==> src/mips_exc_pkg.sv <==
package mips_exc_pkg;

    typedef logic [31:0] word_t;

    typedef enum logic [3:0] {
        OP_NOP,
        OP_ALU,
        OP_LW,
        OP_LH,
        OP_LHU,
        OP_LB,
        OP_LBU,
        OP_SW,
        OP_SH,
        OP_SB,
        OP_SYSCALL,
        OP_BREAK,
        OP_ERET
    } decoded_op_t;

    typedef struct packed {
        logic memwrite;
        logic memtoreg;
    } ctl_t;

    typedef struct packed {
        decoded_op_t op;
        ctl_t        ctl;
    } instr_t;

    typedef struct packed {
        logic   valid;
        instr_t instr;
        word_t  pcplus4;
        word_t  result;             // alu result, also the data address
        logic   in_delay_slot;
        logic   exception_instr;    // fetch address error
        logic   instr_tlb_refill;
        logic   instr_tlb_invalid;
        logic   exception_ri;
        logic   exception_of;
    } exec_data_t;

    typedef struct packed {
        logic d_tlb_refill;
        logic d_tlb_invalid;
        logic d_tlb_modified;
    } tu_op_resp_t;

    typedef struct packed {
        logic instr;
        logic instr_tlb;
        logic ri;
        logic of;
        logic sys;
        logic bp;
        logic load;
        logic save;
        logic load_tlb;
        logic save_tlb;
        logic mod;
    } exc_info_t;

    typedef struct packed {
        exc_info_t   exc_info;
        logic        tlb_refill;
        logic        in_delay_slot;
        word_t       pc;
        word_t       vaddr;
        logic [7:0]  interrupt_info; // pending and unmasked
    } exception_pipeline_t;

    typedef enum logic [4:0] {
        EXC_INT  = 5'd0,
        EXC_MOD  = 5'd1,
        EXC_TLBL = 5'd2,
        EXC_TLBS = 5'd3,
        EXC_ADEL = 5'd4,
        EXC_ADES = 5'd5,
        EXC_SYS  = 5'd8,
        EXC_BP   = 5'd9,
        EXC_RI   = 5'd10,
        EXC_OV   = 5'd12
    } exc_code_t;

    typedef struct packed {
        exc_code_t code;
        word_t     bad_vaddr;
        logic      has_bad_vaddr;
        word_t     pc;
        logic      in_delay_slot;
        logic      refill;
    } exception_t;

    typedef struct packed {
        logic       BEV;
        logic [7:0] IM;
        logic       EXL;
        logic       IE;
    } cp0_status_t;

    typedef struct packed {
        logic       BD;
        logic       TI;
        logic [7:0] IP;    // [1:0] software, [7:2] hardware
        exc_code_t  exc_code;
    } cp0_cause_t;

    typedef struct packed {
        logic       en;
        logic [4:0] addr;
        word_t      data;
    } cp0_write_t;

    typedef enum logic {
        CTL_RUN,
        CTL_FLUSH
    } ctl_state_t;

    parameter logic [4:0] REG_BADVADDR = 5'd8;
    parameter logic [4:0] REG_COUNT    = 5'd9;
    parameter logic [4:0] REG_COMPARE  = 5'd11;
    parameter logic [4:0] REG_STATUS   = 5'd12;
    parameter logic [4:0] REG_CAUSE    = 5'd13;
    parameter logic [4:0] REG_EPC      = 5'd14;

    parameter word_t VEC_BASE_BEV0 = 32'h8000_0000;
    parameter word_t VEC_BASE_BEV1 = 32'hbfc0_0200;
    parameter word_t OFS_GENERAL   = 32'h0000_0180;
    parameter word_t OFS_REFILL    = 32'h0000_0000;

endpackage

==> src/exception_prioritizer.sv <==
module exception_prioritizer
    import mips_exc_pkg::*;
(
    input  exception_pipeline_t pipe,
    input  cp0_status_t         cp0_status,
    output logic                exception_valid,
    output word_t               pcexception,
    output exception_t          exception
);

    exc_info_t info;
    logic      int_taken;
    logic      tlb_code;
    word_t     base;
    word_t     offset;

    assign info      = pipe.exc_info;
    assign int_taken = cp0_status.IE & ~cp0_status.EXL & (pipe.interrupt_info != 8'd0);

    always_comb begin
        exception_valid = 1'b1;
        exception.code  = EXC_INT;
        if (int_taken) begin
            exception.code = EXC_INT;
        end else if (info.instr) begin
            exception.code = EXC_ADEL;
        end else if (info.instr_tlb) begin
            exception.code = EXC_TLBL;
        end else if (info.ri) begin
            exception.code = EXC_RI;
        end else if (info.of) begin
            exception.code = EXC_OV;
        end else if (info.sys) begin
            exception.code = EXC_SYS;
        end else if (info.bp) begin
            exception.code = EXC_BP;
        end else if (info.load) begin
            exception.code = EXC_ADEL;
        end else if (info.save) begin
            exception.code = EXC_ADES;
        end else if (info.load_tlb) begin
            exception.code = EXC_TLBL;
        end else if (info.save_tlb) begin
            exception.code = EXC_TLBS;
        end else if (info.mod) begin
            exception.code = EXC_MOD;
        end else begin
            exception_valid = 1'b0;
        end
    end

    // refill only counts when the winning fault is itself a tlb miss
    assign tlb_code = (exception.code == EXC_TLBL) || (exception.code == EXC_TLBS);

    assign exception.bad_vaddr     = pipe.vaddr;
    assign exception.has_bad_vaddr = exception_valid && (tlb_code ||
                                     exception.code == EXC_ADEL ||
                                     exception.code == EXC_ADES ||
                                     exception.code == EXC_MOD);
    assign exception.pc            = pipe.pc;
    assign exception.in_delay_slot = pipe.in_delay_slot;
    assign exception.refill        = exception_valid & tlb_code & pipe.tlb_refill;

    assign base        = cp0_status.BEV ? VEC_BASE_BEV1 : VEC_BASE_BEV0;
    assign offset      = (exception.refill && !cp0_status.EXL) ? OFS_REFILL : OFS_GENERAL;
    assign pcexception = base + offset;

endmodule

==> src/exception_checker.sv <==
module exception_checker
    import mips_exc_pkg::*;
(
    input  logic        flush,
    input  exec_data_t  in,
    input  logic [5:0]  ext_int,
    input  logic        timer_interrupt,
    input  cp0_status_t cp0_status,
    input  cp0_cause_t  cp0_cause,
    input  tu_op_resp_t tu_op_resp,
    output logic        exception_valid,
    output word_t       pcexception,
    output exception_t  exception_data,
    output exec_data_t  out,
    output logic        eret_valid
);

    exception_pipeline_t pipe;
    logic                raw_valid;
    word_t               raw_vector;
    exception_t          raw_exception;

    decoded_op_t op;
    word_t       addr;
    logic        take;
    logic        is_read;
    logic        is_write;
    logic        bus_en;
    logic        fetch_fault;

    assign op   = in.instr.op;
    assign addr = in.result;
    assign take = in.valid & ~flush;   // instruction really present this cycle

    assign is_write = in.instr.ctl.memwrite;
    assign is_read  = in.instr.ctl.memtoreg;
    assign bus_en   = is_read | is_write;

    assign fetch_fault = in.exception_instr | in.instr_tlb_invalid | in.instr_tlb_refill;

    // misaligned accesses, byte ops never fault
    assign pipe.exc_info.load = ((op == OP_LW) && (addr[1:0] != 2'b00)) ||
                                ((op == OP_LH || op == OP_LHU) && addr[0]);
    assign pipe.exc_info.save = ((op == OP_SW) && (addr[1:0] != 2'b00)) ||
                                ((op == OP_SH) && addr[0]);
    assign pipe.exc_info.sys  = (op == OP_SYSCALL);
    assign pipe.exc_info.bp   = (op == OP_BREAK);

    assign pipe.exc_info.instr     = in.exception_instr;
    assign pipe.exc_info.instr_tlb = in.instr_tlb_invalid | in.instr_tlb_refill;
    assign pipe.exc_info.ri        = in.exception_ri;
    assign pipe.exc_info.of        = in.exception_of;

    // a refill miss is reported with the same code as an invalid entry
    assign pipe.exc_info.load_tlb = (tu_op_resp.d_tlb_invalid | tu_op_resp.d_tlb_refill) & is_read;
    assign pipe.exc_info.save_tlb = (tu_op_resp.d_tlb_invalid | tu_op_resp.d_tlb_refill) & is_write;
    assign pipe.exc_info.mod      = tu_op_resp.d_tlb_modified & is_write;
    assign pipe.tlb_refill        = in.instr_tlb_refill | (tu_op_resp.d_tlb_refill & bus_en);

    assign pipe.in_delay_slot  = in.in_delay_slot;
    assign pipe.pc             = in.pcplus4 - 32'd4;
    assign pipe.vaddr          = fetch_fault ? pipe.pc : in.result;
    assign pipe.interrupt_info = ({ext_int, 2'b00} | cp0_cause.IP | {timer_interrupt, 7'b0})
                                 & cp0_status.IM;

    exception_prioritizer exception_prioritizer_i (
        .pipe            (pipe),
        .cp0_status      (cp0_status),
        .exception_valid (raw_valid),
        .pcexception     (raw_vector),
        .exception       (raw_exception)
    );

    assign exception_valid = take & raw_valid;
    assign pcexception     = take ? raw_vector : '0;
    assign exception_data  = take ? raw_exception : '0;
    assign out             = (take && !raw_valid) ? in : '0;
    assign eret_valid      = take & ~raw_valid & (op == OP_ERET);

endmodule

==> src/cp0_regs.sv <==
module cp0_regs
    import mips_exc_pkg::*;
#(
    parameter logic RESET_BEV = 1'b1
) (
    input  logic        clk,
    input  logic        rst_n,
    input  logic        exc_commit,
    input  exception_t  exc,
    input  logic        eret_commit,
    input  cp0_write_t  cp0_wr,
    input  logic [4:0]  raddr,
    input  logic [5:0]  ext_int,
    output word_t       rdata,
    output cp0_status_t status,
    output cp0_cause_t  cause,
    output word_t       epc,
    output logic        timer_interrupt
);

    word_t badvaddr;
    word_t count;
    word_t compare;
    logic  sw_en;
    logic  wr_compare;

    // a commit in the same cycle drops the software write
    assign sw_en      = cp0_wr.en & ~exc_commit & ~eret_commit;
    assign wr_compare = sw_en && (cp0_wr.addr == REG_COMPARE);

    always_ff @(posedge clk) begin
        if (!rst_n) begin
            status.BEV <= RESET_BEV;
            status.IM  <= '0;
            status.EXL <= 1'b0;
            status.IE  <= 1'b0;
            cause      <= '0;
            count      <= '0;
            compare    <= 32'hffff_ffff;  // keeps the timer quiet out of reset
        end else begin
            cause.IP[7:2] <= ext_int;

            if (sw_en && cp0_wr.addr == REG_COUNT) begin
                count <= cp0_wr.data;
            end else begin
                count <= count + 32'd1;
            end

            if (wr_compare) begin
                compare  <= cp0_wr.data;
                cause.TI <= 1'b0;
            end else if (count == compare) begin
                cause.TI <= 1'b1;
            end

            if (sw_en && cp0_wr.addr == REG_CAUSE) begin
                cause.IP[1:0] <= cp0_wr.data[9:8];
            end

            if (exc_commit) begin
                status.EXL     <= 1'b1;
                cause.BD       <= exc.in_delay_slot;
                cause.exc_code <= exc.code;
            end else if (eret_commit) begin
                status.EXL <= 1'b0;
            end else if (sw_en && cp0_wr.addr == REG_STATUS) begin
                status.BEV <= cp0_wr.data[22];
                status.IM  <= cp0_wr.data[15:8];
                status.EXL <= cp0_wr.data[1];
                status.IE  <= cp0_wr.data[0];
            end
        end
    end

    always_ff @(posedge clk) begin
        if (exc_commit) begin
            epc <= exc.in_delay_slot ? exc.pc - 32'd4 : exc.pc;  // restart at the branch
            if (exc.has_bad_vaddr) begin
                badvaddr <= exc.bad_vaddr;
            end
        end else if (sw_en && cp0_wr.addr == REG_EPC) begin
            epc <= cp0_wr.data;
        end
    end

    assign timer_interrupt = cause.TI;

    always_comb begin
        case (raddr)
            REG_BADVADDR: rdata = badvaddr;
            REG_COUNT:    rdata = count;
            REG_COMPARE:  rdata = compare;
            REG_STATUS:   rdata = {9'b0, status.BEV, 6'b0, status.IM, 6'b0, status.EXL, status.IE};
            REG_CAUSE:    rdata = {cause.BD, cause.TI, 14'b0, cause.IP, 1'b0, cause.exc_code, 2'b0};
            REG_EPC:      rdata = epc;
            default:      rdata = '0;
        endcase
    end

endmodule

==> src/exc_control.sv <==
module exc_control
    import mips_exc_pkg::*;
(
    input  logic  clk,
    input  logic  rst_n,
    input  logic  exception_valid,
    input  word_t pcexception,
    input  logic  eret_valid,
    input  word_t epc,
    output logic  exc_commit,
    output logic  eret_commit,
    output logic  pipe_flush,
    output logic  redirect_valid,
    output word_t redirect_pc
);

    ctl_state_t state;
    ctl_state_t state_next;
    word_t      target;

    always_comb begin
        exc_commit  = 1'b0;
        eret_commit = 1'b0;
        state_next  = state;
        case (state)
            CTL_RUN: begin
                exc_commit  = exception_valid;
                eret_commit = eret_valid & ~exception_valid;
                if (exception_valid || eret_valid) begin
                    state_next = CTL_FLUSH;
                end
            end
            CTL_FLUSH: begin
                state_next = CTL_RUN;  // events here are ignored
            end
            default: begin
                state_next = CTL_RUN;
            end
        endcase
    end

    always_ff @(posedge clk) begin
        if (!rst_n) begin
            state <= CTL_RUN;
        end else begin
            state <= state_next;
        end
    end

    // epc is sampled before cp0 updates on the same edge
    always_ff @(posedge clk) begin
        if (exc_commit || eret_commit) begin
            target <= exc_commit ? pcexception : epc;
        end
    end

    assign pipe_flush     = (state == CTL_FLUSH);
    assign redirect_valid = (state == CTL_FLUSH);
    assign redirect_pc    = target;

endmodule

==> src/exc_stage_top.sv <==
module exc_stage_top
    import mips_exc_pkg::*;
#(
    parameter logic RESET_BEV = 1'b1
) (
    input  logic        clk,
    input  logic        rst_n,
    input  logic        flush,
    input  exec_data_t  mem_in,
    input  tu_op_resp_t tu_op_resp,
    input  logic [5:0]  ext_int,
    input  cp0_write_t  cp0_wr,
    input  logic [4:0]  cp0_raddr,
    output word_t       cp0_rdata,
    output logic        exception_valid,
    output word_t       pcexception,
    output exception_t  exception_data,
    output exec_data_t  mem_out,
    output logic        pipe_flush,
    output logic        redirect_valid,
    output word_t       redirect_pc
);

    cp0_status_t cp0_status;
    cp0_cause_t  cp0_cause;
    word_t       epc;
    logic        timer_interrupt;
    logic        eret_valid;
    logic        exc_commit;
    logic        eret_commit;

    exception_checker exception_checker_i (
        .flush           (flush),
        .in              (mem_in),
        .ext_int         (ext_int),
        .timer_interrupt (timer_interrupt),
        .cp0_status      (cp0_status),
        .cp0_cause       (cp0_cause),
        .tu_op_resp      (tu_op_resp),
        .exception_valid (exception_valid),
        .pcexception     (pcexception),
        .exception_data  (exception_data),
        .out             (mem_out),
        .eret_valid      (eret_valid)
    );

    cp0_regs #(
        .RESET_BEV (RESET_BEV)
    ) cp0_regs_i (
        .clk             (clk),
        .rst_n           (rst_n),
        .exc_commit      (exc_commit),
        .exc             (exception_data),
        .eret_commit     (eret_commit),
        .cp0_wr          (cp0_wr),
        .raddr           (cp0_raddr),
        .ext_int         (ext_int),
        .rdata           (cp0_rdata),
        .status          (cp0_status),
        .cause           (cp0_cause),
        .epc             (epc),
        .timer_interrupt (timer_interrupt)
    );

    exc_control exc_control_i (
        .clk             (clk),
        .rst_n           (rst_n),
        .exception_valid (exception_valid),
        .pcexception     (pcexception),
        .eret_valid      (eret_valid),
        .epc             (epc),
        .exc_commit      (exc_commit),
        .eret_commit     (eret_commit),
        .pipe_flush      (pipe_flush),
        .redirect_valid  (redirect_valid),
        .redirect_pc     (redirect_pc)
    );

endmodule

==> config.mk <==
export PLATFORM = sky130hd
export DESIGN_NAME = exc_stage_top
export DESIGN_NICKNAME = d
export VERILOG_FILES = /design/src/mips_exc_pkg.sv /design/src/exception_prioritizer.sv /design/src/exception_checker.sv /design/src/cp0_regs.sv /design/src/exc_control.sv /design/src/exc_stage_top.sv
export SDC_FILE = /design/constraint.sdc
export NUM_CORES = 1
export LEC_CHECK = 0
export ABC_AREA = 0
export BUFFER_PORTS_ARGS = -buffer_cell sky130_fd_sc_hd__buf_2
export CAP_MARGIN = 20
export CORE_UTILIZATION = 52
export DETAILED_ROUTE_END_ITERATION = 12
export MAX_ROUTING_LAYER = met4
export PLACE_DENSITY_LB_ADDON = 0.1
export SLEW_MARGIN = 20
export SYNTH_ARGS = -nofsm -noshare
export SYNTH_HDL_FRONTEND = slang
export SYNTH_SLANG_ARGS = --single-unit
==> constraint.sdc <==
create_clock -name clk -period 4.35 [get_ports clk]
set_clock_uncertainty 0.05 [all_clocks]
set_input_delay 0.6525 -clock clk [delete_from_list [all_inputs] [get_ports clk]]
set_output_delay 0.6525 -clock clk [all_outputs]
set_load 0.005 [all_outputs]
==> results.md <==
* Status: completed
* Clk root buf: clkbuf_16
* Die footprint at 22,900 µm²
* Synth top area share at 0.249
* Relative slew slack at 0.334
* Initial Util at 0.531
* WHS Endpoint: cp0_regs_i.cause[11]
* Vias in the first global route at 10,000
* # DRC at 0
* Worst hold path cell count at 2
* Initial antenna violation count at 0
* Total GRT Usage at 0.374
* Top FF cell, synth: edfxtp_1
* 1st-iter DRT viols at 1,160
* Worst setup EP type: output port
* Worst slack, placed at 0.302 ns
* Ys Warns at 0
* Largest net degree at the start of global routing at 77
* EDFF count, synth at 96
* Commonest cells post-synth: nand2_1 (188), and2_1 (107), nor2_1 (104), edfxtp_1 (96), dfxtp_1 (90)
* Vias per cell at 5.93
* CTS Buf Count at 17
* # diodes at 0
* Share of cells above drive strength 1 at 0.273
* Core Area at 21,800 µm²
* Drt total wl at 42.5 mm
* IO Port Bufs at 353
* Drt first pass iters at 6
* Post-Syn Area per Cell at 8.67 µm²
* CP startpoint kind: input port
* Register area share after synthesis at 0.404
* DR vias at 11,400
* Crit path cell chain: buf_2 > or4_1 > or4_1 > or2_2 > nor4_1 > xnor2_1 > a211oi_1 > buf_2
* Lkg Pwr at 5.98 nW
* Final setup vio count at 0
* RSZ-0062 raised after global routing: no
* GRT overflow at 0
* Crit Reg-Reg Endpoint: cp0_regs_i.compare[19]
* Max frequency at 0.249 GHz
* Final GP Congestion at 0.936
* Hold Fails Final Rpt at 0
* Final Cycle Share at 0.923
* Die W at 151 µm
* First-pass GRT wire length at 61.2 mm
* Pins Over Slew Limit at 0
* H-tree depth at 4
* Filler instances at 1,948
* Worst Setup Path Type: in -> out
* Worst Min Path Start: ext_int[4]
* Reg clk slew, reported paths at 0.07 ns
* Flops & latches, synth at 186
* Drt wl/cell at 22.1 µm
* Post-synth top area cell: edfxtp_1
* Worst setup margin at 0.336 ns
* Max Cap Viol at 0
* Clk Latency, worst-skew pair at 0.44 ns
* Post-DP HPWL at 32.3 mm
* Area grow syn2layout at 21.0%
* Peak VDD IR at 0.000304 V
* Cell Rows at 54
* Placed Cells at 1,894
* Post-CTS resize count at 0
* Setup TNS at 0 ns
* Worst-Margin Slew at 0.987 ns
* Post-synth ARST share at 0
* TritonCTS clock tree: built
* Reg2Reg Launch Point: cp0_regs_i.timer_interrupt
* Finished Layout Cells at 1,926
* Worst-case reg-to-reg path depth at 10
* Crit-path leading delay family: simple AND/OR/NAND/NOR gates
* Minimum clock period after layout at 4.01 ns
* Clk buf depth at 2
* Fin util at 0.642
* Arrival time at the worst endpoint at 3.31 ns
* CTS sink cnt at 186
* Final #Nets at 1,768
* CTS hold repair buffers at 0
* Dominant cell by count in the synthesized netlist: nand2_1
* Routed Antenna Nets at 0
* P per Cell Area at 288 nW/µm²
* Netlist cell types at 68
* Reg2reg setup slack at 0.97 ns
* Synth area leaders: edfxtp_1 (25%), dfxtp_1 (16%), nand2_1 (6.1%)
* Synthesized instance count at 1,336
* Chip height at 151 µm
* Post-CTS setup buffer count at 0
* Slowest CP cell: or4_1
* Hold crit path type: in -> reg
* WP buf/inv at 2
* Peak fanout along the critical path at 7
* Cell Area, Synth at 11,600 µm²
* # IOs at 380
* Crit path required time at 3.65 ns
* CP peak stage delay at 0.67 ns
## through the flow
step | cell area (µm²) | power [mW] | hold slack (ns)
6_report | 14000 | 4.04 | 0.378
5_1_grt | 14000 | 4.17 | 0.369
4_1_cts | 14000 | 4.04 | 0.369
3_5_place_dp | 13400 | 2.54 | 0.415
3_3_place_gp | 13400 | 2.54 | 0.409
2_1_floorplan | 11700 | 2.28 | 0.393
## worst reg2reg max path, cell delays in order (launching register included)
cell and delay [ns]:
dfxtp_1 0.38, o31ai_1 0.37, nand3_1 0.13, o21ai_0 0.24, buf_4 0.21, nand4_1 0.25, and2_1 0.28, nor2_4 0.47
buf_4 0.49, mux2i_1 0.28, nand2_1 0.07
## cells by family (layout without fill, tap and decap cells)
kind of cell | Yosys count | count (layout) | synth area share
AO/OA/AOI/OAI | 246 | 246 | 0.147
XOR/XNOR | 107 | 107 | 0.0809
adder cells (fa/ha/maj) | 3 | 3 | 0.00324
buffers and inverters | 141 | 426 | 0.0604
flip-flops | 186 | 186 | 0.404
multiplexers | 44 | 44 | 0.0382
other | 1 | 26 | 0.000324
AND/OR/NAND/NOR | 608 | 608 | 0.265
## worst max path at each step
stage | startpoint | end | slack [ns] | depth (start not counted)
3_3_place_gp | mem_in[52] | cp0_regs_i.epc[31] | 0.31 | 9
5_1_grt | mem_in[52] | exception_data[66] | 0.20 | 8
3_5_place_dp | mem_in[52] | cp0_regs_i.epc[31] | 0.30 | 9
6_report | mem_in[52] | exception_data[66] | 0.34 | 8
2_1_floorplan | ext_int[5] | cp0_regs_i.badvaddr[0] | 0.39 | 7
4_1_cts | mem_in[52] | exception_data[66] | 0.34 | 8
## power by group
part,leakage (nW),switching (mW),internal [mW],total [mW]
Clock,0.285,0.736,0.791,1.53
Sequential,1.62,0.0407,1.92,1.96
Combinational,4.08,0.358,0.200,0.558
## sequential cells by signal (all words and copies together), names as in the netlist
register and cells:
cp0_regs_i.badvaddr 32, cp0_regs_i.cause 13, exc_control_i.pipe_flush 1, cp0_regs_i.status 11, cp0_regs_i.epc 32, cp0_regs_i.compare 32
cp0_regs_i.count 32, exc_control_i.redirect_pc 32, cp0_regs_i.timer_interrupt 1
## per-layer routing
metal,up-vias,part of all wire,GRT usage
met5,-,0,-
met4,0,0.021,0.104
met3,57,0.086,0.0422
met2,662,0.46,0.565
met1,5405,0.43,0.529
li1,5290,-,-
## cells in the final DEF (no fill, tap or decap), types with 26 or more instances in the layout
cell type | synthesis | layout
buf_2 | 7 | 353
nand2_1 | 188 | 187
and2_1 | 107 | 107
nor2_1 | 104 | 99
edfxtp_1 | 96 | 96
dfxtp_1 | 90 | 90
o21ai_0 | 75 | 75
a22oi_1 | 68 | 68
nand3_1 | 60 | 60
xor2_1 | 59 | 59
xnor2_1 | 48 | 48
mux2i_1 | 42 | 42
a211oi_1 | 30 | 30
buf_4 | 37 | 28
conb_1 | 1 | 26
## layout make-up
cell class / instances / area (µm²) / area share
multi-input cells: 1034 / 6330 / 0.452
flip-flops and latches: 186 / 4680 / 0.334
repair buffers: 384 / 2040 / 0.145
clock buffers: 18 / 450 / 0.0321
well taps: 280 / 350 / 0.0250
clock inverters: 14 / 125 / 0.00893
inverters: 10 / 37.5 / 0.00268
(Power assumes the default switching activity.)
